### config.mk
export PLATFORM = sky130hd
export DESIGN_NAME = board_top
export DESIGN_NICKNAME = d
export VERILOG_FILES = /design/src/hw/apb_types_pkg.sv /design/src/hw/prci_types_pkg.sv /design/src/hw/apb_decoder.sv /design/src/hw/prci_reset_ctrl.sv /design/src/hw/prci_regs.sv /design/src/hw/gpio_apb.sv /design/src/hw/board_top.sv
export VERILOG_INCLUDE_DIRS = /design/src /design/src/hw
export SDC_FILE = /design/constraint.sdc
export NUM_CORES = 1
export LEC_CHECK = 0
export CAP_MARGIN = 30
export CORE_MARGIN = 1.5
export CORE_UTILIZATION = 57
export DETAILED_ROUTE_END_ITERATION = 10
export DONT_BUFFER_PORTS = 1
export GPL_TIMING_DRIVEN = 0
export PLACE_DENSITY_LB_ADDON = 0.12
export SYNTH_ARGS = -nofsm -noshare
export SYNTH_HDL_FRONTEND = slang
export SYNTH_SLANG_ARGS = --single-unit
### constraint.sdc
create_clock -name i_clk -period 2 [get_ports i_clk]
set_clock_uncertainty 0.1 [all_clocks]
set_input_delay 0 -clock i_clk [delete_from_list [all_inputs] [get_ports i_clk]]
set_output_delay 0 -clock i_clk [all_outputs]
set_load 0.005 [all_outputs]
### src/hw/board_config.svh
`ifndef BOARD_CONFIG_SVH
`define BOARD_CONFIG_SVH

// GPIO pin count on the board header
`define GPIO_WIDTH 12

// Cycles a reset stays asserted before release is considered
`define PRCI_HOLD_CYCLES 16

// APB address split into slave index, register word and byte lane
`define APB_ADDR_W 12
`define APB_SLV_W 4
`define APB_WORD_W 6
`define APB_BYTE_W 2

`endif

### src/hw/apb_types_pkg.sv
`include "board_config.svh"

package apb_types_pkg;

  // Slave index in the top address bits
  typedef enum logic [`APB_SLV_W-1:0] {
    SLV_PRCI = 4'd0,
    SLV_GPIO = 4'd1
  } apb_slave_e;

  typedef struct packed {
    apb_slave_e             slv;
    logic [`APB_WORD_W-1:0] word;
    logic [`APB_BYTE_W-1:0] byte_off;
  } apb_addr_fields_t;

  // One address word read raw or split into fields
  typedef union packed {
    logic [`APB_ADDR_W-1:0] flat;
    apb_addr_fields_t       fields;
  } apb_addr_u;

  // pslverr encodings
  localparam logic APB_OKAY   = 1'b0;
  localparam logic APB_SLVERR = 1'b1;

endpackage

### src/hw/prci_types_pkg.sv
`include "board_config.svh"

package prci_types_pkg;

  typedef enum logic [1:0] {
    ST_HOLD = 2'd0,
    ST_WAIT = 2'd1,
    ST_RUN  = 2'd2,
    ST_SOFT = 2'd3
  } prci_state_e;

  // Live status word read back zero-extended
  typedef struct packed {
    logic        pll_lock;
    logic        calib_done;
    logic        dbg_nrst;
    logic        sys_nrst;
    prci_state_e state;
  } prci_status_t;

  // PRCI register word offsets
  localparam logic [`APB_WORD_W-1:0] REG_STATUS = 6'd0;
  localparam logic [`APB_WORD_W-1:0] REG_CTRL   = 6'd1;

  // GPIO register word offsets
  localparam logic [`APB_WORD_W-1:0] REG_IN  = 6'd0;
  localparam logic [`APB_WORD_W-1:0] REG_OUT = 6'd1;
  localparam logic [`APB_WORD_W-1:0] REG_DIR = 6'd2;

endpackage

### src/hw/apb_decoder.sv
`timescale 1ns/1ps
`include "board_config.svh"

module apb_decoder (
  input  logic                       i_psel,
  input  logic                       i_penable,
  input  logic                       i_pwrite,
  input  apb_types_pkg::apb_addr_u   i_paddr,
  input  logic [31:0]                i_pwdata,
  output logic                       o_pready,
  output logic                       o_pslverr,
  output logic [31:0]                o_prdata,
  output logic                       o_prci_psel,
  output logic                       o_gpio_psel,
  output logic                       o_penable,
  output logic                       o_pwrite,
  output logic [`APB_WORD_W-1:0]     o_word_addr,
  output logic [31:0]                o_pwdata,
  input  logic [31:0]                i_prci_prdata,
  input  logic [31:0]                i_gpio_prdata
);

  logic hit_prci;
  logic hit_gpio;

  assign hit_prci = (i_paddr.fields.slv == apb_types_pkg::SLV_PRCI);
  assign hit_gpio = (i_paddr.fields.slv == apb_types_pkg::SLV_GPIO);

  // Unmapped indices never reach a slave
  assign o_prci_psel = i_psel & hit_prci;
  assign o_gpio_psel = i_psel & hit_gpio;

  assign o_penable   = i_penable;
  assign o_pwrite    = i_pwrite;
  assign o_word_addr = i_paddr.fields.word;
  assign o_pwdata    = i_pwdata;

  // All slaves answer in the first access cycle
  assign o_pready = i_psel & i_penable;

  always_comb begin
    o_pslverr = apb_types_pkg::APB_OKAY;
    if (hit_prci) begin
      o_prdata = i_prci_prdata;
    end else if (hit_gpio) begin
      o_prdata = i_gpio_prdata;
    end else begin
      o_prdata = '0;
      if (i_psel && i_penable) begin
        o_pslverr = apb_types_pkg::APB_SLVERR;
      end
    end
  end

endmodule

### src/hw/prci_reset_ctrl.sv
`timescale 1ns/1ps
`include "board_config.svh"

module prci_reset_ctrl (
  input  logic                         i_clk,
  input  logic                         i_arst_n,
  input  logic                         i_pll_lock,
  input  logic                         i_ddr_calib_done,
  input  logic                         i_soft_rst,
  output logic                         o_dbg_nrst,
  output logic                         o_sys_nrst,
  output prci_types_pkg::prci_status_t o_status
);

  localparam int HOLD_CNT = `PRCI_HOLD_CYCLES;
  localparam int CNT_W    = $clog2(HOLD_CNT + 1);

  prci_types_pkg::prci_state_e state_q;
  logic [CNT_W-1:0]            cnt_q;
  logic                        ready_q;

  always_ff @(posedge i_clk or negedge i_arst_n) begin
    if (!i_arst_n) begin
      state_q    <= prci_types_pkg::ST_HOLD;
      cnt_q      <= '0;
      ready_q    <= 1'b0;
      o_dbg_nrst <= 1'b0;
      o_sys_nrst <= 1'b0;
    end else begin
      // Both board inputs must agree for a full cycle
      ready_q <= i_pll_lock & i_ddr_calib_done;
      case (state_q)
        prci_types_pkg::ST_HOLD: begin
          if (cnt_q == CNT_W'(HOLD_CNT)) begin
            state_q    <= prci_types_pkg::ST_WAIT;
            o_dbg_nrst <= 1'b1;
          end else begin
            cnt_q <= cnt_q + 1'b1;
          end
        end
        prci_types_pkg::ST_WAIT: begin
          if (ready_q) begin
            state_q    <= prci_types_pkg::ST_RUN;
            o_sys_nrst <= 1'b1;
          end
        end
        prci_types_pkg::ST_RUN: begin
          // Soft reset only honoured once fully up
          if (i_soft_rst) begin
            state_q    <= prci_types_pkg::ST_SOFT;
            o_sys_nrst <= 1'b0;
            cnt_q      <= '0;
          end
        end
        prci_types_pkg::ST_SOFT: begin
          // Entry edge is already the first low cycle
          if (cnt_q == CNT_W'(HOLD_CNT - 1)) begin
            state_q <= prci_types_pkg::ST_WAIT;
          end else begin
            cnt_q <= cnt_q + 1'b1;
          end
        end
      endcase
    end
  end

  always_comb begin
    o_status.pll_lock   = i_pll_lock;
    o_status.calib_done = i_ddr_calib_done;
    o_status.dbg_nrst   = o_dbg_nrst;
    o_status.sys_nrst   = o_sys_nrst;
    o_status.state      = state_q;
  end

endmodule

### src/hw/prci_regs.sv
`timescale 1ns/1ps
`include "board_config.svh"

module prci_regs (
  input  logic                         i_clk,
  input  logic                         i_arst_n,
  input  logic                         i_psel,
  input  logic                         i_penable,
  input  logic                         i_pwrite,
  input  logic [`APB_WORD_W-1:0]       i_word_addr,
  input  logic [31:0]                  i_pwdata,
  input  prci_types_pkg::prci_status_t i_status,
  output logic [31:0]                  o_prdata,
  output logic                         o_soft_rst
);

  localparam int STATUS_W = $bits(prci_types_pkg::prci_status_t);

  logic wr_ctrl;

  assign wr_ctrl = i_psel & i_penable & i_pwrite &
                   (i_word_addr == prci_types_pkg::REG_CTRL);

  // Access phase is one cycle, so this is a single pulse
  always_ff @(posedge i_clk or negedge i_arst_n) begin
    if (!i_arst_n) begin
      o_soft_rst <= 1'b0;
    end else begin
      o_soft_rst <= wr_ctrl & i_pwdata[0];
    end
  end

  // REG_CTRL and unused offsets read as zero
  always_comb begin
    o_prdata = '0;
    if (i_psel && (i_word_addr == prci_types_pkg::REG_STATUS)) begin
      o_prdata[STATUS_W-1:0] = i_status;
    end
  end

endmodule

### src/hw/gpio_apb.sv
`timescale 1ns/1ps
`include "board_config.svh"

module gpio_apb (
  input  logic                   i_clk,
  input  logic                   i_arst_n,
  input  logic                   i_sys_nrst,
  input  logic                   i_psel,
  input  logic                   i_penable,
  input  logic                   i_pwrite,
  input  logic [`APB_WORD_W-1:0] i_word_addr,
  input  logic [31:0]            i_pwdata,
  input  logic [`GPIO_WIDTH-1:0] i_gpio,
  output logic [31:0]            o_prdata,
  output logic [`GPIO_WIDTH-1:0] o_gpio,
  output logic [`GPIO_WIDTH-1:0] o_gpio_dir
);

  logic                   wr_en;
  logic [`GPIO_WIDTH-1:0] sync1_q;
  logic [`GPIO_WIDTH-1:0] sync2_q;

  assign wr_en = i_psel & i_penable & i_pwrite;

  // Direction bit 1 drives the pin
  always_ff @(posedge i_clk or negedge i_arst_n) begin
    if (!i_arst_n) begin
      o_gpio     <= '0;
      o_gpio_dir <= '0;
    end else if (!i_sys_nrst) begin
      o_gpio     <= '0;
      o_gpio_dir <= '0;
    end else if (wr_en) begin
      if (i_word_addr == prci_types_pkg::REG_OUT) begin
        o_gpio <= i_pwdata[`GPIO_WIDTH-1:0];
      end
      if (i_word_addr == prci_types_pkg::REG_DIR) begin
        o_gpio_dir <= i_pwdata[`GPIO_WIDTH-1:0];
      end
    end
  end

  // Pins are asynchronous to i_clk
  always_ff @(posedge i_clk or negedge i_arst_n) begin
    if (!i_arst_n) begin
      sync1_q <= '0;
      sync2_q <= '0;
    end else begin
      sync1_q <= i_gpio;
      sync2_q <= sync1_q;
    end
  end

  always_comb begin
    o_prdata = '0;
    if (i_psel) begin
      case (i_word_addr)
        prci_types_pkg::REG_IN:  o_prdata[`GPIO_WIDTH-1:0] = sync2_q;
        prci_types_pkg::REG_OUT: o_prdata[`GPIO_WIDTH-1:0] = o_gpio;
        prci_types_pkg::REG_DIR: o_prdata[`GPIO_WIDTH-1:0] = o_gpio_dir;
        default:                 o_prdata = '0;
      endcase
    end
  end

endmodule

### src/hw/board_top.sv
`timescale 1ns/1ps
`include "board_config.svh"

module board_top (
  input  logic                   i_clk,
  input  logic                   i_arst_n,
  input  logic                   i_psel,
  input  logic                   i_penable,
  input  logic                   i_pwrite,
  input  logic [`APB_ADDR_W-1:0] i_paddr,
  input  logic [31:0]            i_pwdata,
  output logic                   o_pready,
  output logic [31:0]            o_prdata,
  output logic                   o_pslverr,
  input  logic                   i_pll_lock,
  input  logic                   i_ddr_calib_done,
  input  logic [`GPIO_WIDTH-1:0] i_gpio,
  output logic [`GPIO_WIDTH-1:0] o_gpio,
  output logic [`GPIO_WIDTH-1:0] o_gpio_dir,
  output logic                   o_dbg_nrst,
  output logic                   o_sys_nrst
);

  // Decoded APB towards the slaves
  logic                         w_prci_psel;
  logic                         w_gpio_psel;
  logic                         w_penable;
  logic                         w_pwrite;
  logic [`APB_WORD_W-1:0]       w_word_addr;
  logic [31:0]                  w_pwdata;
  logic [31:0]                  w_prci_prdata;
  logic [31:0]                  w_gpio_prdata;

  logic                         w_soft_rst;
  prci_types_pkg::prci_status_t w_status;

  apb_decoder u_decoder (
    .i_psel        (i_psel),
    .i_penable     (i_penable),
    .i_pwrite      (i_pwrite),
    .i_paddr       (i_paddr),
    .i_pwdata      (i_pwdata),
    .o_pready      (o_pready),
    .o_pslverr     (o_pslverr),
    .o_prdata      (o_prdata),
    .o_prci_psel   (w_prci_psel),
    .o_gpio_psel   (w_gpio_psel),
    .o_penable     (w_penable),
    .o_pwrite      (w_pwrite),
    .o_word_addr   (w_word_addr),
    .o_pwdata      (w_pwdata),
    .i_prci_prdata (w_prci_prdata),
    .i_gpio_prdata (w_gpio_prdata)
  );

  prci_reset_ctrl u_prci_ctrl (
    .i_clk            (i_clk),
    .i_arst_n         (i_arst_n),
    .i_pll_lock       (i_pll_lock),
    .i_ddr_calib_done (i_ddr_calib_done),
    .i_soft_rst       (w_soft_rst),
    .o_dbg_nrst       (o_dbg_nrst),
    .o_sys_nrst       (o_sys_nrst),
    .o_status         (w_status)
  );

  prci_regs u_prci_regs (
    .i_clk       (i_clk),
    .i_arst_n    (i_arst_n),
    .i_psel      (w_prci_psel),
    .i_penable   (w_penable),
    .i_pwrite    (w_pwrite),
    .i_word_addr (w_word_addr),
    .i_pwdata    (w_pwdata),
    .i_status    (w_status),
    .o_prdata    (w_prci_prdata),
    .o_soft_rst  (w_soft_rst)
  );

  // GPIO sits in the system reset domain
  gpio_apb u_gpio (
    .i_clk       (i_clk),
    .i_arst_n    (i_arst_n),
    .i_sys_nrst  (o_sys_nrst),
    .i_psel      (w_gpio_psel),
    .i_penable   (w_penable),
    .i_pwrite    (w_pwrite),
    .i_word_addr (w_word_addr),
    .i_pwdata    (w_pwdata),
    .i_gpio      (i_gpio),
    .o_prdata    (w_gpio_prdata),
    .o_gpio      (o_gpio),
    .o_gpio_dir  (o_gpio_dir)
  );

endmodule

==> results.json <==
{
  "outcome": "finished, violations left",
  "violations": "setup timing",
  "layout.cell_area.non_filler_um2": 3720,
  "worst-r2r-cell-count": 7,
  "ctsLongestPathBuffers": 2,
  "worst_slew_margin_rel_pct": 31.5,
  "static-leakage-power_nw": 1.78,
  "seqCellArea_um2": 1480,
  "design.final.nets": 401,
  "synth-seq-cells": 59,
  "worst_path_max_delay_cell": "dfrtp_1",
  "core.rowCount": 25,
  "pwr-share-seq_pct": 40.6,
  "grt_usage_pct": 26.9,
  "timing.critical_path.required_ps": 2120,
  "route.detailed.vias_per_inst": 5.33,
  "synth_cell_types": 43,
  "die_h_um": 74.2,
  "first_pass_grt_wire_length_um": 10700,
  "detail_route.first_pass.iterations": 4,
  "grt_overflow": 0,
  "syn_inst": 261,
  "switching_power_mw": 0.993,
  "synth_area_per_cell_um2": 11.1,
  "clkTransAtPathRegs_ps": 60,
  "ant_nets": 0,
  "fp.coreArea_um2": 4820,
  "finalSetupViolations": 2,
  "cts_num_sinks": 59,
  "async_flop_share_pct": 100,
  "cp_num_buf_inv": 1,
  "count_of_flip_flops_with_a_built_in_enable_after_synthesis": 0,
  "regToRegStartpoint": "u_prci_ctrl.cnt_q[0]",
  "whs_endpoint": "u_gpio.o_gpio_dir[2]",
  "nFillCells": 336,
  "startpoint_of_the_worst_hold_path": "i_paddr[8]",
  "wl_um": 6870,
  "remaining_drc_errors": 0,
  "critPathMaxFanout": 4,
  "clock_latency_ps": 330,
  "comb_power_share_pct": 28.2,
  "cts-root-buf": "clkbuf_8",
  "syn2layout_area_growth_pct": 28.6,
  "detailedPlacementHpwl_um": 4460,
  "cts-htree-levels": 3,
  "timing.critical_path.max_delay_family": "flip-flops",
  "cp-end-kind": "register",
  "slew_viol_final": 0,
  "post-route-worst-setup-slack_ps": -20.0,
  "worst_ir_drop_vdd_v": 0.000588,
  "grt_max_degree": 60,
  "clock_power_share_pct": 31.2,
  "numPortBuffers": 0,
  "kind_of_start_point_of_the_critical_path": "register",
  "max_freq_mhz": 495,
  "fp.dieArea_um2": 5510,
  "worstMarginPinSlew_ps": 1010,
  "number_of_global_route_vias_before_repair": 2138,
  "power_density_nw_per_um2": 927,
  "worstPathCellList": "ha_2 > and3_4 > ha_4 > and2_4 > a2111oi_4 > buf_4 > mux2_4",
  "cts_tree": "done",
  "switching_share_pct": 28.8,
  "synthesis.area_um2": 2890,
  "dieWidth_um": 74.2,
  "post-route-period-util_pct": 101,
  "tritoncts_buffers": 9,
  "antenna_found_initial": 0,
  "worst-endpoint-arrival_ps": 2140,
  "crit-reg2reg-capture": "u_prci_ctrl.cnt_q[0]",
  "timing.hold.worst.class": "in -> reg",
  "min_path_cells": 4,
  "max_cap_viol_count": 0,
  "flop2flop_setup_slack_ps": -20,
  "area_of_the_multi_input_gates_um2": 1330,
  "cp_slowest_stage_delay_ps": 400,
  "worst-setup-path-type": "reg -> reg",
  "final_hold_vios": 0,
  "layout-drive-gt1-share_pct": 20.6,
  "wire_per_inst_um": 17.1,
  "postSynth.topFlopCell": "dfrtp_1",
  "via_count": 2141,
  "place.gp.congestion": 0.856,
  "place_area_um2": 3070,
  "dr.first_iter.drc_count": 105,
  "io_pins": 123,
  "internal_dissipation_mw": 2.45,
  "diodes": 0,
  "post-route-min-period_ps": 2020,
  "unrepaired_setup_endpoints_after_global_routing": "true",
  "yosysSeqAreaShare_pct": 51.1,
  "total_power_mw": 3.44,
  "count_of_warnings_emitted_by_yosys": 0,
  "initial_utilization_pct": 60.0
}
[layout by cell type, fill, tap and decap left out, types with 3 or more instances in the layout]
cell / n
clkbuf_1: 10
dfrtp_1: 58
nor2_1: 5
dlygate4sd3_1: 30
buf_4: 28
a22o_1: 6
nand2_1: 46
or2_2: 6
o2bb2ai_1: 6
ha_1: 6
clkbuf_8: 10
a21oi_1: 6
conb_1: 20
inv_1: 6
mux2i_1: 39
nor2b_1: 3
[kinds of logic after synthesis]
family	synth area share (%)
buf+inv	8.27
other cells	0.130
mux	14.3
fa+ha+maj	3.46
compound gates	7.88
flops	51.1
simple gates	14.9
[metal layers]
metal | track usage (%) | up-vias | part of all wire, %
met3 | 9.21 | 9 | 6.4
met5 | 0 | - | 0
met4 | 8.08 | 0 | 1.1
met1 | 33.8 | 1054 | 41
met2 | 44.2 | 81 | 51
li1 | - | 997 | -
[per-stage QoR]
stage | setup slack, ps | hold slack, ps | utilization (%) | instances | TNS (ps)
floorplan | 2.46 | -396 | - | 280 | 0
global placement | -237 | -395 | 63.8 | 347 | -910
detailed placement | -219 | -394 | 63.8 | 347 | -762
CTS | -59.8 | 6.38 | 76.2 | 400 | -177
global route | -64.1 | 10.2 | 77.2 | 402 | -156
finish | -20.0 | 10.2 | 77.2 | 402 | -31.2
[worst max-delay path by stage]
stage	cells after the start	startpoint	end	slack, ps
3_3_place_gp	6	u_prci_ctrl.state_q[0]	u_prci_ctrl.state_q[1]	-240
6_report	7	u_prci_ctrl.cnt_q[0]	u_prci_ctrl.cnt_q[0]	-20
5_1_grt	7	u_prci_ctrl.cnt_q[0]	u_prci_ctrl.cnt_q[0]	-60
2_1_floorplan	6	u_prci_ctrl.state_q[0]	u_prci_ctrl.cnt_q[0]	2
3_5_place_dp	6	u_prci_ctrl.state_q[0]	u_prci_ctrl.state_q[0]	-220
4_1_cts	7	u_prci_ctrl.cnt_q[1]	u_prci_ctrl.cnt_q[1]	-60
[power by group through the flow]
stage | registers (mW) | clock network (mW) | logic (mW)
final | 1.40 | 1.07 | 0.973
after global routing | 1.41 | 1.15 | 1.06
after CTS | 1.39 | 1.09 | 0.867
after detailed placement | 1.41 | 0 | 0.664
after global placement | 1.41 | 0 | 0.651
after floorplan | 1.38 | 0 | 0.576
[flip-flops by register name, summed over array words and instances, names as in the netlist]
signal	count
u_prci_ctrl.state_q	2
u_prci_ctrl.cnt_q	5
u_prci_regs.o_soft_rst	1
u_gpio.sync1_q	12
u_prci_ctrl.ready_q	1
u_prci_ctrl.o_dbg_nrst	1
u_gpio.o_gpio_dir	12
u_gpio.o_gpio	12
u_gpio.sync2_q	12
u_prci_ctrl.o_sys_nrst	1
[cells in the mapped netlist (all sizes together) (3+ instances only)]
master | n | area share (%)
or2 | 6 | 1.3
inv | 7 | 0.91
ha | 8 | 3.5
and2 | 3 | 0.65
mux2i | 39 | 14
a21oi | 6 | 1.0
nand2 | 46 | 6.0
a22o | 6 | 1.8
clkbuf | 9 | 1.2
nor2 | 5 | 0.65
dfrtp | 59 | 51
nor2b | 4 | 0.87
nor4 | 3 | 0.87
o2bb2ai | 6 | 1.8
buf | 25 | 6.2
[final cells by class]
type | instances | area share (%)
buffer | 34 | 5.82
clock buffer | 12 | 3.90
clock inverter | 4 | 1.35
inverter | 7 | 0.707
multi-input combinational | 180 | 35.8
sequential | 59 | 39.8
tap | 67 | 2.26
timing repair buffer | 39 | 10.4
[repair_timing]
item / CTS / global route
hold buffers: 31 / 0
pin swaps: 2 / 5
gates resized for setup: 6 / 7
endpoints found under the hold margin: 97 / 0
buffers inserted: 6 / 2
endpoints found under the setup margin: 6 / 6
[worst min-delay path, cell delays in order]
cell and delay, ps:
nand3b_1 50, or4_1 110, buf_2 160, mux2i_1 80
Note: power is estimated with default switching activity, not from simulation.
